--- config.mk ---
export PLATFORM = sky130hd
export DESIGN_NAME = busController
export DESIGN_NICKNAME = d
export VERILOG_FILES = /design/src/busCoherencePkg.sv /design/src/ramReqIf.sv /design/src/grantIf.sv /design/src/busArbiter.sv /design/src/snoopSequencer.sv /design/src/ramPort.sv /design/src/busController.sv
export SDC_FILE = /design/constraint.sdc
export NUM_CORES = 1
export LEC_CHECK = 0
export BUFFER_PORTS_ARGS = -buffer_cell sky130_fd_sc_hd__buf_2
export CAP_MARGIN = 25
export CORE_AREA = 2 2 194 196
export CTS_BUF_LIST = sky130_fd_sc_hd__clkbuf_4 sky130_fd_sc_hd__clkbuf_8
export DETAILED_ROUTE_END_ITERATION = 8
export DIE_AREA = 0 0 196 198
export GPL_TIMING_DRIVEN = 0
export PLACE_DENSITY = 0.4
export SYNTH_ARGS = -nofsm -noshare
export SYNTH_HDL_FRONTEND = slang
export SYNTH_SLANG_ARGS = --single-unit
--- constraint.sdc ---
create_clock -name CLK -period 4.13 [get_ports CLK]
set_clock_uncertainty 0.1 [all_clocks]
set_input_delay 0.413 -clock CLK [delete_from_list [all_inputs] [get_ports CLK]]
set_output_delay 0.413 -clock CLK [all_outputs]
set_load 0.01 [all_outputs]
--- src/busCoherencePkg.sv ---
package busCoherencePkg;

    // two cores share the bus
    localparam int NUM_CPUS = 2;

    // data-cache block geometry
    localparam int BLOCK_WORDS = 2;
    localparam int WORD_BYTES = 4;
    localparam int WORD_CNT_W = $clog2(BLOCK_WORDS);

    typedef logic [31:0] word_t;
    typedef logic [31:0] addr_t;
    typedef logic cpuIdx_t;

    // ACCESS means the current strobe completes this cycle
    typedef enum logic [1:0] {
        FREE,
        BUSY,
        ACCESS,
        ERROR
    } ramState_t;

    typedef enum logic [1:0] {
        OP_NONE,
        OP_DREAD,
        OP_DWRITE,
        OP_IFETCH
    } busOp_t;

    typedef enum logic [2:0] {
        IDLE,
        SNOOP,
        DECIDE,
        PEERWB,
        FILL,
        WRITEBACK,
        FETCH
    } seqState_t;

endpackage

--- src/ramReqIf.sv ---
`timescale 1ns/1ps

interface ramReqIf
    import busCoherencePkg::*;
();
    // strobes toward RAM, held until wordDone
    logic ren;
    logic wen;
    cpuIdx_t owner;
    logic isFetch;
    // peer supplies address and store data
    logic addrFromPeer;
    // ramstate is ACCESS under a live strobe
    logic wordDone;

    modport seq (
        output ren, wen, owner, isFetch, addrFromPeer,
        input  wordDone
    );

    modport ram (
        input  ren, wen, owner, isFetch, addrFromPeer,
        output wordDone
    );
endinterface

--- src/grantIf.sv ---
`timescale 1ns/1ps

interface grantIf
    import busCoherencePkg::*;
();
    logic valid;
    busOp_t op;
    cpuIdx_t core;
    // requester's ccwrite captured with the grant
    logic exclusive;
    // one-cycle pulse at the final word
    logic releaseGrant;

    modport arb (
        output valid, op, core, exclusive,
        input  releaseGrant
    );

    modport seq (
        input  valid, op, core, exclusive,
        output releaseGrant
    );
endinterface

--- src/busArbiter.sv ---
`timescale 1ns/1ps

module busArbiter
    import busCoherencePkg::*;
(
    input  logic                CLK,
    input  logic                nRST,
    input  logic [NUM_CPUS-1:0] iREN,
    input  logic [NUM_CPUS-1:0] dREN,
    input  logic [NUM_CPUS-1:0] dWEN,
    input  logic [NUM_CPUS-1:0] ccwrite,
    grantIf.arb                 grant
);

    busOp_t nextOp;
    cpuIdx_t nextCore;

    // scan lowest priority first so higher hits overwrite
    always_comb begin
        nextOp = OP_NONE;
        nextCore = '0;
        for (int i = NUM_CPUS - 1; i >= 0; i--) begin
            if (iREN[i]) begin
                nextOp = OP_IFETCH;
                nextCore = cpuIdx_t'(i);
            end
        end
        for (int i = NUM_CPUS - 1; i >= 0; i--) begin
            if (dWEN[i]) begin
                nextOp = OP_DWRITE;
                nextCore = cpuIdx_t'(i);
            end
        end
        for (int i = NUM_CPUS - 1; i >= 0; i--) begin
            if (dREN[i]) begin
                nextOp = OP_DREAD;
                nextCore = cpuIdx_t'(i);
            end
        end
    end

    // grant stays frozen until the sequencer lets go
    always_ff @(posedge CLK, negedge nRST) begin
        if (!nRST) begin
            grant.valid <= 1'b0;
            grant.op <= OP_NONE;
            grant.core <= '0;
            grant.exclusive <= 1'b0;
        end else if (grant.releaseGrant) begin
            grant.valid <= 1'b0;
        end else if (!grant.valid && nextOp != OP_NONE) begin
            grant.valid <= 1'b1;
            grant.op <= nextOp;
            grant.core <= nextCore;
            // only a read miss can ask for the block exclusive
            grant.exclusive <= (nextOp == OP_DREAD) && ccwrite[nextCore];
        end
    end

endmodule

--- src/snoopSequencer.sv ---
`timescale 1ns/1ps

module snoopSequencer
    import busCoherencePkg::*;
(
    input  logic                CLK,
    input  logic                nRST,
    grantIf.seq                 grant,
    input  logic [NUM_CPUS-1:0] cctrans,
    input  addr_t               daddr [NUM_CPUS],
    ramReqIf.seq                ram,
    output logic [NUM_CPUS-1:0] ccwait,
    output logic [NUM_CPUS-1:0] ccinv,
    output addr_t               ccsnoopaddr [NUM_CPUS]
);

    seqState_t state;
    logic [WORD_CNT_W-1:0] wordCnt;
    logic lastWord;
    cpuIdx_t core;
    cpuIdx_t peer;

    assign core = grant.core;
    assign peer = ~grant.core;
    assign lastWord = (wordCnt == WORD_CNT_W'(BLOCK_WORDS - 1));

    always_ff @(posedge CLK, negedge nRST) begin
        if (!nRST) begin
            state <= IDLE;
            wordCnt <= '0;
        end else begin
            case (state)
                IDLE: begin
                    wordCnt <= '0;
                    if (grant.valid) begin
                        case (grant.op)
                            OP_DREAD:  state <= SNOOP;
                            OP_DWRITE: state <= WRITEBACK;
                            OP_IFETCH: state <= FETCH;
                            default:   state <= IDLE;
                        endcase
                    end
                end
                SNOOP: state <= DECIDE;
                // peer answers with cctrans when it holds the block modified
                DECIDE: state <= cctrans[peer] ? PEERWB : FILL;
                PEERWB, FILL, WRITEBACK: begin
                    if (ram.wordDone) begin
                        if (lastWord) begin
                            wordCnt <= '0;
                            state <= (state == PEERWB) ? FILL : IDLE;
                        end else begin
                            wordCnt <= wordCnt + WORD_CNT_W'(1);
                        end
                    end
                end
                FETCH: begin
                    if (ram.wordDone) begin
                        state <= IDLE;
                    end
                end
                default: state <= IDLE;
            endcase
        end
    end

    // peer snoop signals
    always_comb begin
        ccwait = '0;
        ccinv = '0;
        for (int i = 0; i < NUM_CPUS; i++) begin
            ccsnoopaddr[i] = '0;
        end
        if (state == SNOOP || state == DECIDE || state == PEERWB) begin
            ccwait[peer] = 1'b1;
            ccsnoopaddr[peer] = daddr[core];
        end
        if (state == DECIDE && grant.exclusive) begin
            ccinv[peer] = 1'b1;
        end
    end

    // RAM strobes, owner is always the granted core
    always_comb begin
        ram.ren = 1'b0;
        ram.wen = 1'b0;
        ram.isFetch = 1'b0;
        ram.addrFromPeer = 1'b0;
        ram.owner = core;
        case (state)
            PEERWB: begin
                ram.wen = 1'b1;
                ram.addrFromPeer = 1'b1;
            end
            FILL:      ram.ren = 1'b1;
            WRITEBACK: ram.wen = 1'b1;
            FETCH: begin
                ram.ren = 1'b1;
                ram.isFetch = 1'b1;
            end
            default: ;
        endcase
    end

    assign grant.releaseGrant = ram.wordDone &&
        (state == FETCH || ((state == FILL || state == WRITEBACK) && lastWord));

endmodule

--- src/ramPort.sv ---
`timescale 1ns/1ps

module ramPort
    import busCoherencePkg::*;
(
    ramReqIf.ram                ram,
    input  logic [NUM_CPUS-1:0] iREN,
    input  logic [NUM_CPUS-1:0] dREN,
    input  logic [NUM_CPUS-1:0] dWEN,
    input  addr_t               iaddr [NUM_CPUS],
    input  addr_t               daddr [NUM_CPUS],
    input  word_t               dstore [NUM_CPUS],
    input  word_t               ramload,
    input  ramState_t           ramstate,
    output logic                ramREN,
    output logic                ramWEN,
    output addr_t               ramaddr,
    output word_t               ramstore,
    output word_t               iload [NUM_CPUS],
    output word_t               dload [NUM_CPUS],
    output logic [NUM_CPUS-1:0] iwait,
    output logic [NUM_CPUS-1:0] dwait
);

    // core whose data port feeds the RAM this word
    cpuIdx_t src;
    logic dataServes;
    logic fetchServes;

    assign src = ram.addrFromPeer ? ~ram.owner : ram.owner;
    assign ram.wordDone = (ramstate == ACCESS) && (ram.ren || ram.wen);

    assign ramREN = ram.ren;
    assign ramWEN = ram.wen;
    assign ramaddr = ram.isFetch ? iaddr[ram.owner] : daddr[src];
    assign ramstore = dstore[src];

    always_comb begin
        for (int i = 0; i < NUM_CPUS; i++) begin
            dataServes = (ram.ren || ram.wen) && !ram.isFetch && (src == cpuIdx_t'(i));
            fetchServes = ram.ren && ram.isFetch && (ram.owner == cpuIdx_t'(i));

            iload[i] = fetchServes ? ramload : '0;
            dload[i] = (dataServes && ram.ren) ? ramload : '0;

            // wait follows the request level and drops on a served word
            iwait[i] = iREN[i] && !(ram.wordDone && fetchServes);
            // peer sees a wait on its writeback words even without a request
            dwait[i] = (dREN[i] || dWEN[i] || (ram.addrFromPeer && dataServes)) &&
                       !(ram.wordDone && dataServes);
        end
    end

endmodule

--- src/busController.sv ---
`timescale 1ns/1ps

module busController
    import busCoherencePkg::*;
(
    input  logic                CLK,
    input  logic                nRST,
    // per-core requests
    input  logic [NUM_CPUS-1:0] iREN,
    input  addr_t               iaddr [NUM_CPUS],
    input  logic [NUM_CPUS-1:0] dREN,
    input  logic [NUM_CPUS-1:0] dWEN,
    input  addr_t               daddr [NUM_CPUS],
    input  word_t               dstore [NUM_CPUS],
    input  logic [NUM_CPUS-1:0] ccwrite,
    input  logic [NUM_CPUS-1:0] cctrans,
    // per-core responses
    output logic [NUM_CPUS-1:0] iwait,
    output word_t               iload [NUM_CPUS],
    output logic [NUM_CPUS-1:0] dwait,
    output word_t               dload [NUM_CPUS],
    output logic [NUM_CPUS-1:0] ccwait,
    output logic [NUM_CPUS-1:0] ccinv,
    output addr_t               ccsnoopaddr [NUM_CPUS],
    // RAM side
    output logic                ramREN,
    output logic                ramWEN,
    output addr_t               ramaddr,
    output word_t               ramstore,
    input  word_t               ramload,
    input  ramState_t           ramstate
);

    grantIf grantBus ();
    ramReqIf ramBus ();

    busArbiter arbiter (
        .CLK(CLK), .nRST(nRST), .iREN(iREN), .dREN(dREN), .dWEN(dWEN),
        .ccwrite(ccwrite), .grant(grantBus.arb)
    );

    snoopSequencer sequencer (
        .CLK(CLK), .nRST(nRST), .grant(grantBus.seq), .cctrans(cctrans), .daddr(daddr),
        .ram(ramBus.seq), .ccwait(ccwait), .ccinv(ccinv), .ccsnoopaddr(ccsnoopaddr)
    );

    ramPort port (
        .ram(ramBus.ram), .iREN(iREN), .dREN(dREN), .dWEN(dWEN), .iaddr(iaddr),
        .daddr(daddr), .dstore(dstore), .ramload(ramload), .ramstate(ramstate),
        .ramREN(ramREN), .ramWEN(ramWEN), .ramaddr(ramaddr), .ramstore(ramstore),
        .iload(iload), .dload(dload), .iwait(iwait), .dwait(dwait)
    );

endmodule

==> results of run 1 <==
kinds of logic after synthesis:
logic type | after synthesis | share of synthesized area (%)
and+or+nand+nor | 264 | 42.7
xor gates and xnor gates | 1 | 0.775
muxes | 70 | 24.2
AOI/OAI and AO/OA | 68 | 17.1
DFF | 9 | 6.34
adders and majority gates | 4 | 1.41
buffers and inverters | 49 | 7.44
synthesized netlist by cell type (2+ instances only):
master,instances
mux2_4,30
buf_2,10
nor3_1,3
mux2_2,5
clkbuf_1,22
o21ai_0,7
mux2i_1,34
a31oi_1,2
nor2b_1,5
ha_1,4
nor4_1,2
nand2b_1,4
a21boi_0,2
inv_1,7
buf_4,2
a221o_1,32
nand2_1,8
a21oi_1,3
o32a_1,2
buf_6,8
nor2_1,47
o21ai_1,3
dfrtp_1,9
and2_1,192
o221a_2,2
layout make-up:
cell class	instances	area (sq um)
multi-input combinational	407	3060
buffer	42	238
inverter	7	26.3
sequential	9	225
clock buffer	4	48.8
fill	4231	30200
antenna	1	2.50
tap	474	593
timing repair buffer	504	2530
state kept, by name, indices dropped and copies added, names as in the netlist:
name                     cells
sequencer.state              3
arbiter.grant.valid          1
arbiter.grant.core           1
arbiter.grant.op             2
arbiter.grant.exclusive      1
sequencer.lastWord           1
critical path, cell delays in order, from the launching register on:
cell and delay (ns):
dfrtp_1 0.37, buf_6 0.14, or2_4 0.24, nor2_1 0.56
clkbuf_1 0.52, and2_1 0.24, buf_2 0.14
layer usage:
metal,track usage (%),wire (microns),up-vias
met5,0,0,-
met4,2.44,554,0
met3,1.04,1450,10
met2,18.6,11500,281
met1,14.0,9920,2522
li1,-,-,2617
path summary, 6_finish.rpt:
path | start | endpoint | slack (ns)
worst max-delay path | arbiter.grant.core | ccsnoopaddr[30] | 1.18
worst min-delay path | arbiter.grant.exclusive | arbiter.grant.exclusive | 0.42
worst max register to register | sequencer.state[1] | arbiter.grant.exclusive | 2.33
worst min register to register | arbiter.grant.exclusive | arbiter.grant.exclusive | 0.42
max in group asynchronous | nRST | sequencer.state[2] | 3.25
min in group asynchronous | nRST | arbiter.grant.op[0] | 0.47
metrics by stage:
step / hold slack (ns) / util [%] / total power (W) / instances
floorplan: 0.0174 / - / 0.00234 / 465
global placement: 0.191 / 18.0 / 0.00379 / 1442
detailed placement: 0.188 / 18.0 / 0.00376 / 1442
CTS: 0.419 / 18.2 / 0.00389 / 1447
global route: 0.447 / 18.2 / 0.00413 / 1447
finish: 0.415 / 18.2 / 0.00384 / 1448
power by group through the flow:
stage	clock network [W]	logic [W]	registers [W]
floorplan	0	0.00219	0.000149
global placement	0	0.00363	0.000158
detailed placement	0	0.00361	0.000157
CTS	0.000110	0.00362	0.000156
global route	0.000116	0.00386	0.000162
finish	0.000107	0.00358	0.000156
==> impl_results.md, run 1 <==
* Clock power frac at around 2.8%
* Post-route ant nets at 0
* Clk_lat worst skew at 0.23 ns
* Internal at approximately 0.0018 W
* Synthesis-to-layout area growth at 89.3%
* Worst path required time at approximately 3.6 ns
* Top-area cell type share of the netlist area at around a third
* Netlist cell types at 45
* Sinks on Clock Net at 9
* Initial antenna violation count at 0
* Asr flop ratio synth at 100%
* Flop pwr share at between 4 and 5%
* Layout cell share with drive strength beyond 1 at a little under 60%
* Initial DRC Count at 320
* Via count at around 5400
* Slew margin rel. at roughly 53%
* RSZ-0062 raised after global routing: no
* Io pins at between 500 and 600
* Clock slew at reported path FFs at 0.05 ns
* Mean post-synth cell area at approximately 7.6 sq um
* CTS max path bufs at 2
* Slew @ Worst Pin at 0.703 ns
* Area leader, netlist: and2_1
* CTS root buf: clkbuf_8
* Vias per Instance at roughly 3.8
* Die W at 196 microns
* DR WL/cell at ~16 microns
* Final WL at between 20000 and 25000 microns
* Synth Cell Area at 3550 sq um
* Final Hold Viols at 0
* Number of global-route vias before repair at around 5000
* Post-synth EDFFs at 0
* Peak supply drop at about 190 uV
* Startpoint type of the worst setup path: flip-flop
* FF-to-FF path depth at 4
* Total track usage at about a tenth
* Mapped Cells at 465
* Setup bufs post-CTS at 0
* Sw Ratio at 53.3%
* Endpoints failing setup at 0
* H-tree depth at 1
* Floorplan row count at just over 70
* TNS Setup at 0 ns
* Status: finished, final reports clean
* Drt pass-1 iters at 4
* Prevailing post-synth register cell: dfrtp_1
* Cts bufs inserted at 3
* Number of synthesized register bits at 9
* Remaining Overflow, GRT at 0
* Fmax at 0.339 GHz
* Final HPWL DP at between 20000 and 25000 microns
* Hold-fix buffers at CTS at 1
* Fin crit period at approximately 2.9 ns
* Die height at 198 microns
* Post-CTS resize count at 0
* Most frequent cells in the layout: buf_2, and2_1, nor2_1
* Crit path max fanout at 10
* Seq/Total Area, Yosys at 6.34%
* Period utilization at 71.4%
* Setup WS pre-CTS at about 1.3 ns
* PwrDens at between 500 and 600 nW/um^2
* Mapped Nets at between 700 and 800
* Remaining DRCs at 0
* CP arrival at between 2 and 2.5 ns
* Net Sw Power at 0.00205 W
* Final nets at 1216
* Largest net degree at the start of global routing at 11
* Synth Warn # at 0
* Initial Utilization at slightly below 10%
* Logic pwr share at between 90% and 100%
* Top post-synthesis cells by area: and2_1, mux2_4, mux2i_1
* Number of port buffers at approximately 500
* Worst setup margin at between 1 and 1.5 ns
* CTS tree: done
* Final instance area at around 6700 sq um
* Max-Cap Viols at 0
* Fin. max-slew vios at 0
* Area of placed instances at 6660 sq um
* Global-route wire length before repair at ~31000 microns
* Leakage at approximately 4 nW
* Crit Path Category: flip-flop to primary output
* Core ar. at ~37000 sq um
* Crit path capture type: primary output
* Hold Crit Class: flip-flop to flip-flop
* Most common cell after layout, fill and taps aside: buf_2
* Die area at a little under 40000 sq um
* Min-Delay Path Depth at 1
* RD Place Congestion at just over 0.8
Note: power is estimated with default switching activity, not from simulation.
==> run 2: changes to the inputs <==
==> constraint.sdc (replaced) <==
create_clock -name CLK -period 2.9 [get_ports CLK]
set_clock_uncertainty 0.1 [all_clocks]
set_input_delay 0.29 -clock CLK [delete_from_list [all_inputs] [get_ports CLK]]
set_output_delay 0.29 -clock CLK [all_outputs]
set_load 0.01 [all_outputs]
==> impl_results.md, run 2 (synthesis gave the netlist of run 1 again) <==
* Status: finished, final reports clean
* Clk_lat worst skew at 0.23 ns
* Metal3 WL at between 1500 and 2000 microns
* Layout cell share with drive strength beyond 1 at 58.8%
* Max-Cap Viols at 0
* Hold Crit Class: primary input to flip-flop
* Initial Utilization at roughly a tenth
* Leakage at 3.93 nW
* Number of global-route vias before repair at ~5000
* Post-route ant nets at 0
* Internal at approximately 0.0026 W
* CTS tree: done
* Flop pwr share at 4.1%
* Largest regs: sequencer.state x3, arbiter.grant.op x2
* Sinks on Clock Net at 9
* CP arrival at around 2.3 ns
* Vias per Instance at between 3 and 4
* Net Sw Power at between 0.002 and 0.003 W
* CTS max path bufs at 2
* Global-route wire length before repair at about 31000 microns
* Uppermost layer routed: met4
* Core ar. at 37000 sq um
* TNS Setup at 0 ns
* Peak supply drop at 269 uV
* Largest net degree at the start of global routing at 11
* Total track usage at between 10% and 20%
* Sw Ratio at roughly 53%
* Most common cell after layout, fill and taps aside: buf_2
* Met2 Wirelength at 11400 microns
* Final HPWL DP at slightly above 20000 microns
* Placed instance count at between 1000 and 1500
* Die area at 38800 sq um
* Clock slew at reported path FFs at roughly 0.050 ns
* Synthesis-to-layout area growth at 89.4%
* Fmax at roughly 0.37 GHz
* Endpoints failing setup at 0
* Cts bufs inserted at 3
* Number of port buffers at just over 500
* Via count at ~5400
* Fin. max-slew vios at 0
* CTS root buf: clkbuf_8
* Io pins at approximately 500
* Max reg flops at 3
* Die height at ~200 microns
* Floorplan row count at between 70 and 80
* Logic pwr share at 93.1%
* Register name with the most flops: sequencer.state
* Die W at 196 microns
* Crit Path Category: flip-flop to primary output
* RD Place Congestion at 0.824
* Period utilization at 92.7%
* Fin crit period at 2.69 ns
* Startpoint type of the worst setup path: flip-flop
* Clock power frac at 2.8%
* Crit path capture type: primary output
* Crit path max fanout at 10
* Final nets at between 1000 and 1500
* Initial DRC Count at approximately 300
* Routed met1 length at 9820 microns
* Final WL at approximately 23000 microns
* Worst path required time at around 2.5 ns
* DR WL/cell at approximately 16 microns
* Cell Count, Final, Fillers Out at 1448
* PwrDens at around 810 nW/um^2
* Slew margin rel. at 57.1%
* RSZ-0062 raised after global routing: no
* Most frequent cells in the layout: buf_2, and2_1, nor2_1
* Final Hold Viols at 0
* H-tree depth at 1
* Remaining Overflow, GRT at 0
* Fillers at 4231
* Final core utilization at between 10% and 20%
* Remaining DRCs at 0
* Initial antenna violation count at 0
* Drt pass-1 iters at 4
* Slew @ Worst Pin at between 0.6 and 0.7 ns
run 2: per-layer routing:
layer | up-vias | track usage, %
met2 | 281 | 18.6
met3 | 10 | 1.04
met1 | 2515 | 14.0
met4 | 0 | 2.44
met5 | - | 0
li1 | 2617 | -
run 2: repair_timing:
| action | 4_1_cts | 5_1_grt |
|---|---|---|
| resized for setup | 1 | 0 |
| hold endpoints to repair | 9 | 0 |
| hold buffers | 1 | 0 |
| setup endpoints to repair | 1 | 0 |
| buffers inserted | 0 | 0 |
run 2: power groups by stage:
stage                     logic, W  registers, W  clock network [W]
after detailed placement   0.00513      0.000224                  0
after global routing       0.00549      0.000231           0.000165
after global placement     0.00518      0.000224                  0
after CTS                  0.00516      0.000222           0.000157
final                      0.00510      0.000222           0.000153
after floorplan            0.00312      0.000212                  0
run 2: final cells by class:
class / count / area [sq um] / share of cell area (%)
Multi-Input combinational cell: 407 / 3060 / 45.6
Tap cell: 474 / 593 / 8.82
Antenna cell: 1 / 2.50 / 0.0372
Buffer: 42 / 238 / 3.53
Sequential cell: 9 / 225 / 3.35
Timing Repair Buffer: 504 / 2530 / 37.6
Clock buffer: 4 / 48.8 / 0.726
Inverter: 7 / 26.3 / 0.391
run 2: worst max-delay path, cell delays in order, from the launching register on:
cell,delay [ns]
dfrtp_1,0.37
buf_6,0.14
nand2b_1,0.20
nor3_1,0.48
clkbuf_1,0.50
and2_1,0.21
buf_2,0.17
run 2: metrics by stage:
stage                     instance area (sq um)  setup slack, ns  total power, W  hold WS [ns]
after CTS                                  6720            0.129         0.00554         0.300
after detailed placement                   6660            0.220         0.00536        0.0651
after global routing                       6720           0.0111         0.00589         0.332
after floorplan                            3550             1.02         0.00333        -0.106
final                                      6730            0.211         0.00547         0.301
after global placement                     6660            0.160         0.00540        0.0676
run 2: path summary, 6_finish.rpt:
path / startpoint / to / slack [ns] / cells past startpoint
hold reg to reg: arbiter.grant.exclusive / arbiter.grant.exclusive / 0.41 / 1
max in group asynchronous: nRST / sequencer.state[0] / 2.15 / 2
setup / recovery: arbiter.grant.core / dload[39] / 0.21 / 6
hold / removal: dREN[0] / arbiter.grant.core / 0.30 / 3
min in group asynchronous: nRST / arbiter.grant.exclusive / 0.35 / 2
setup reg to reg: sequencer.state[1] / arbiter.grant.exclusive / 1.10 / 4
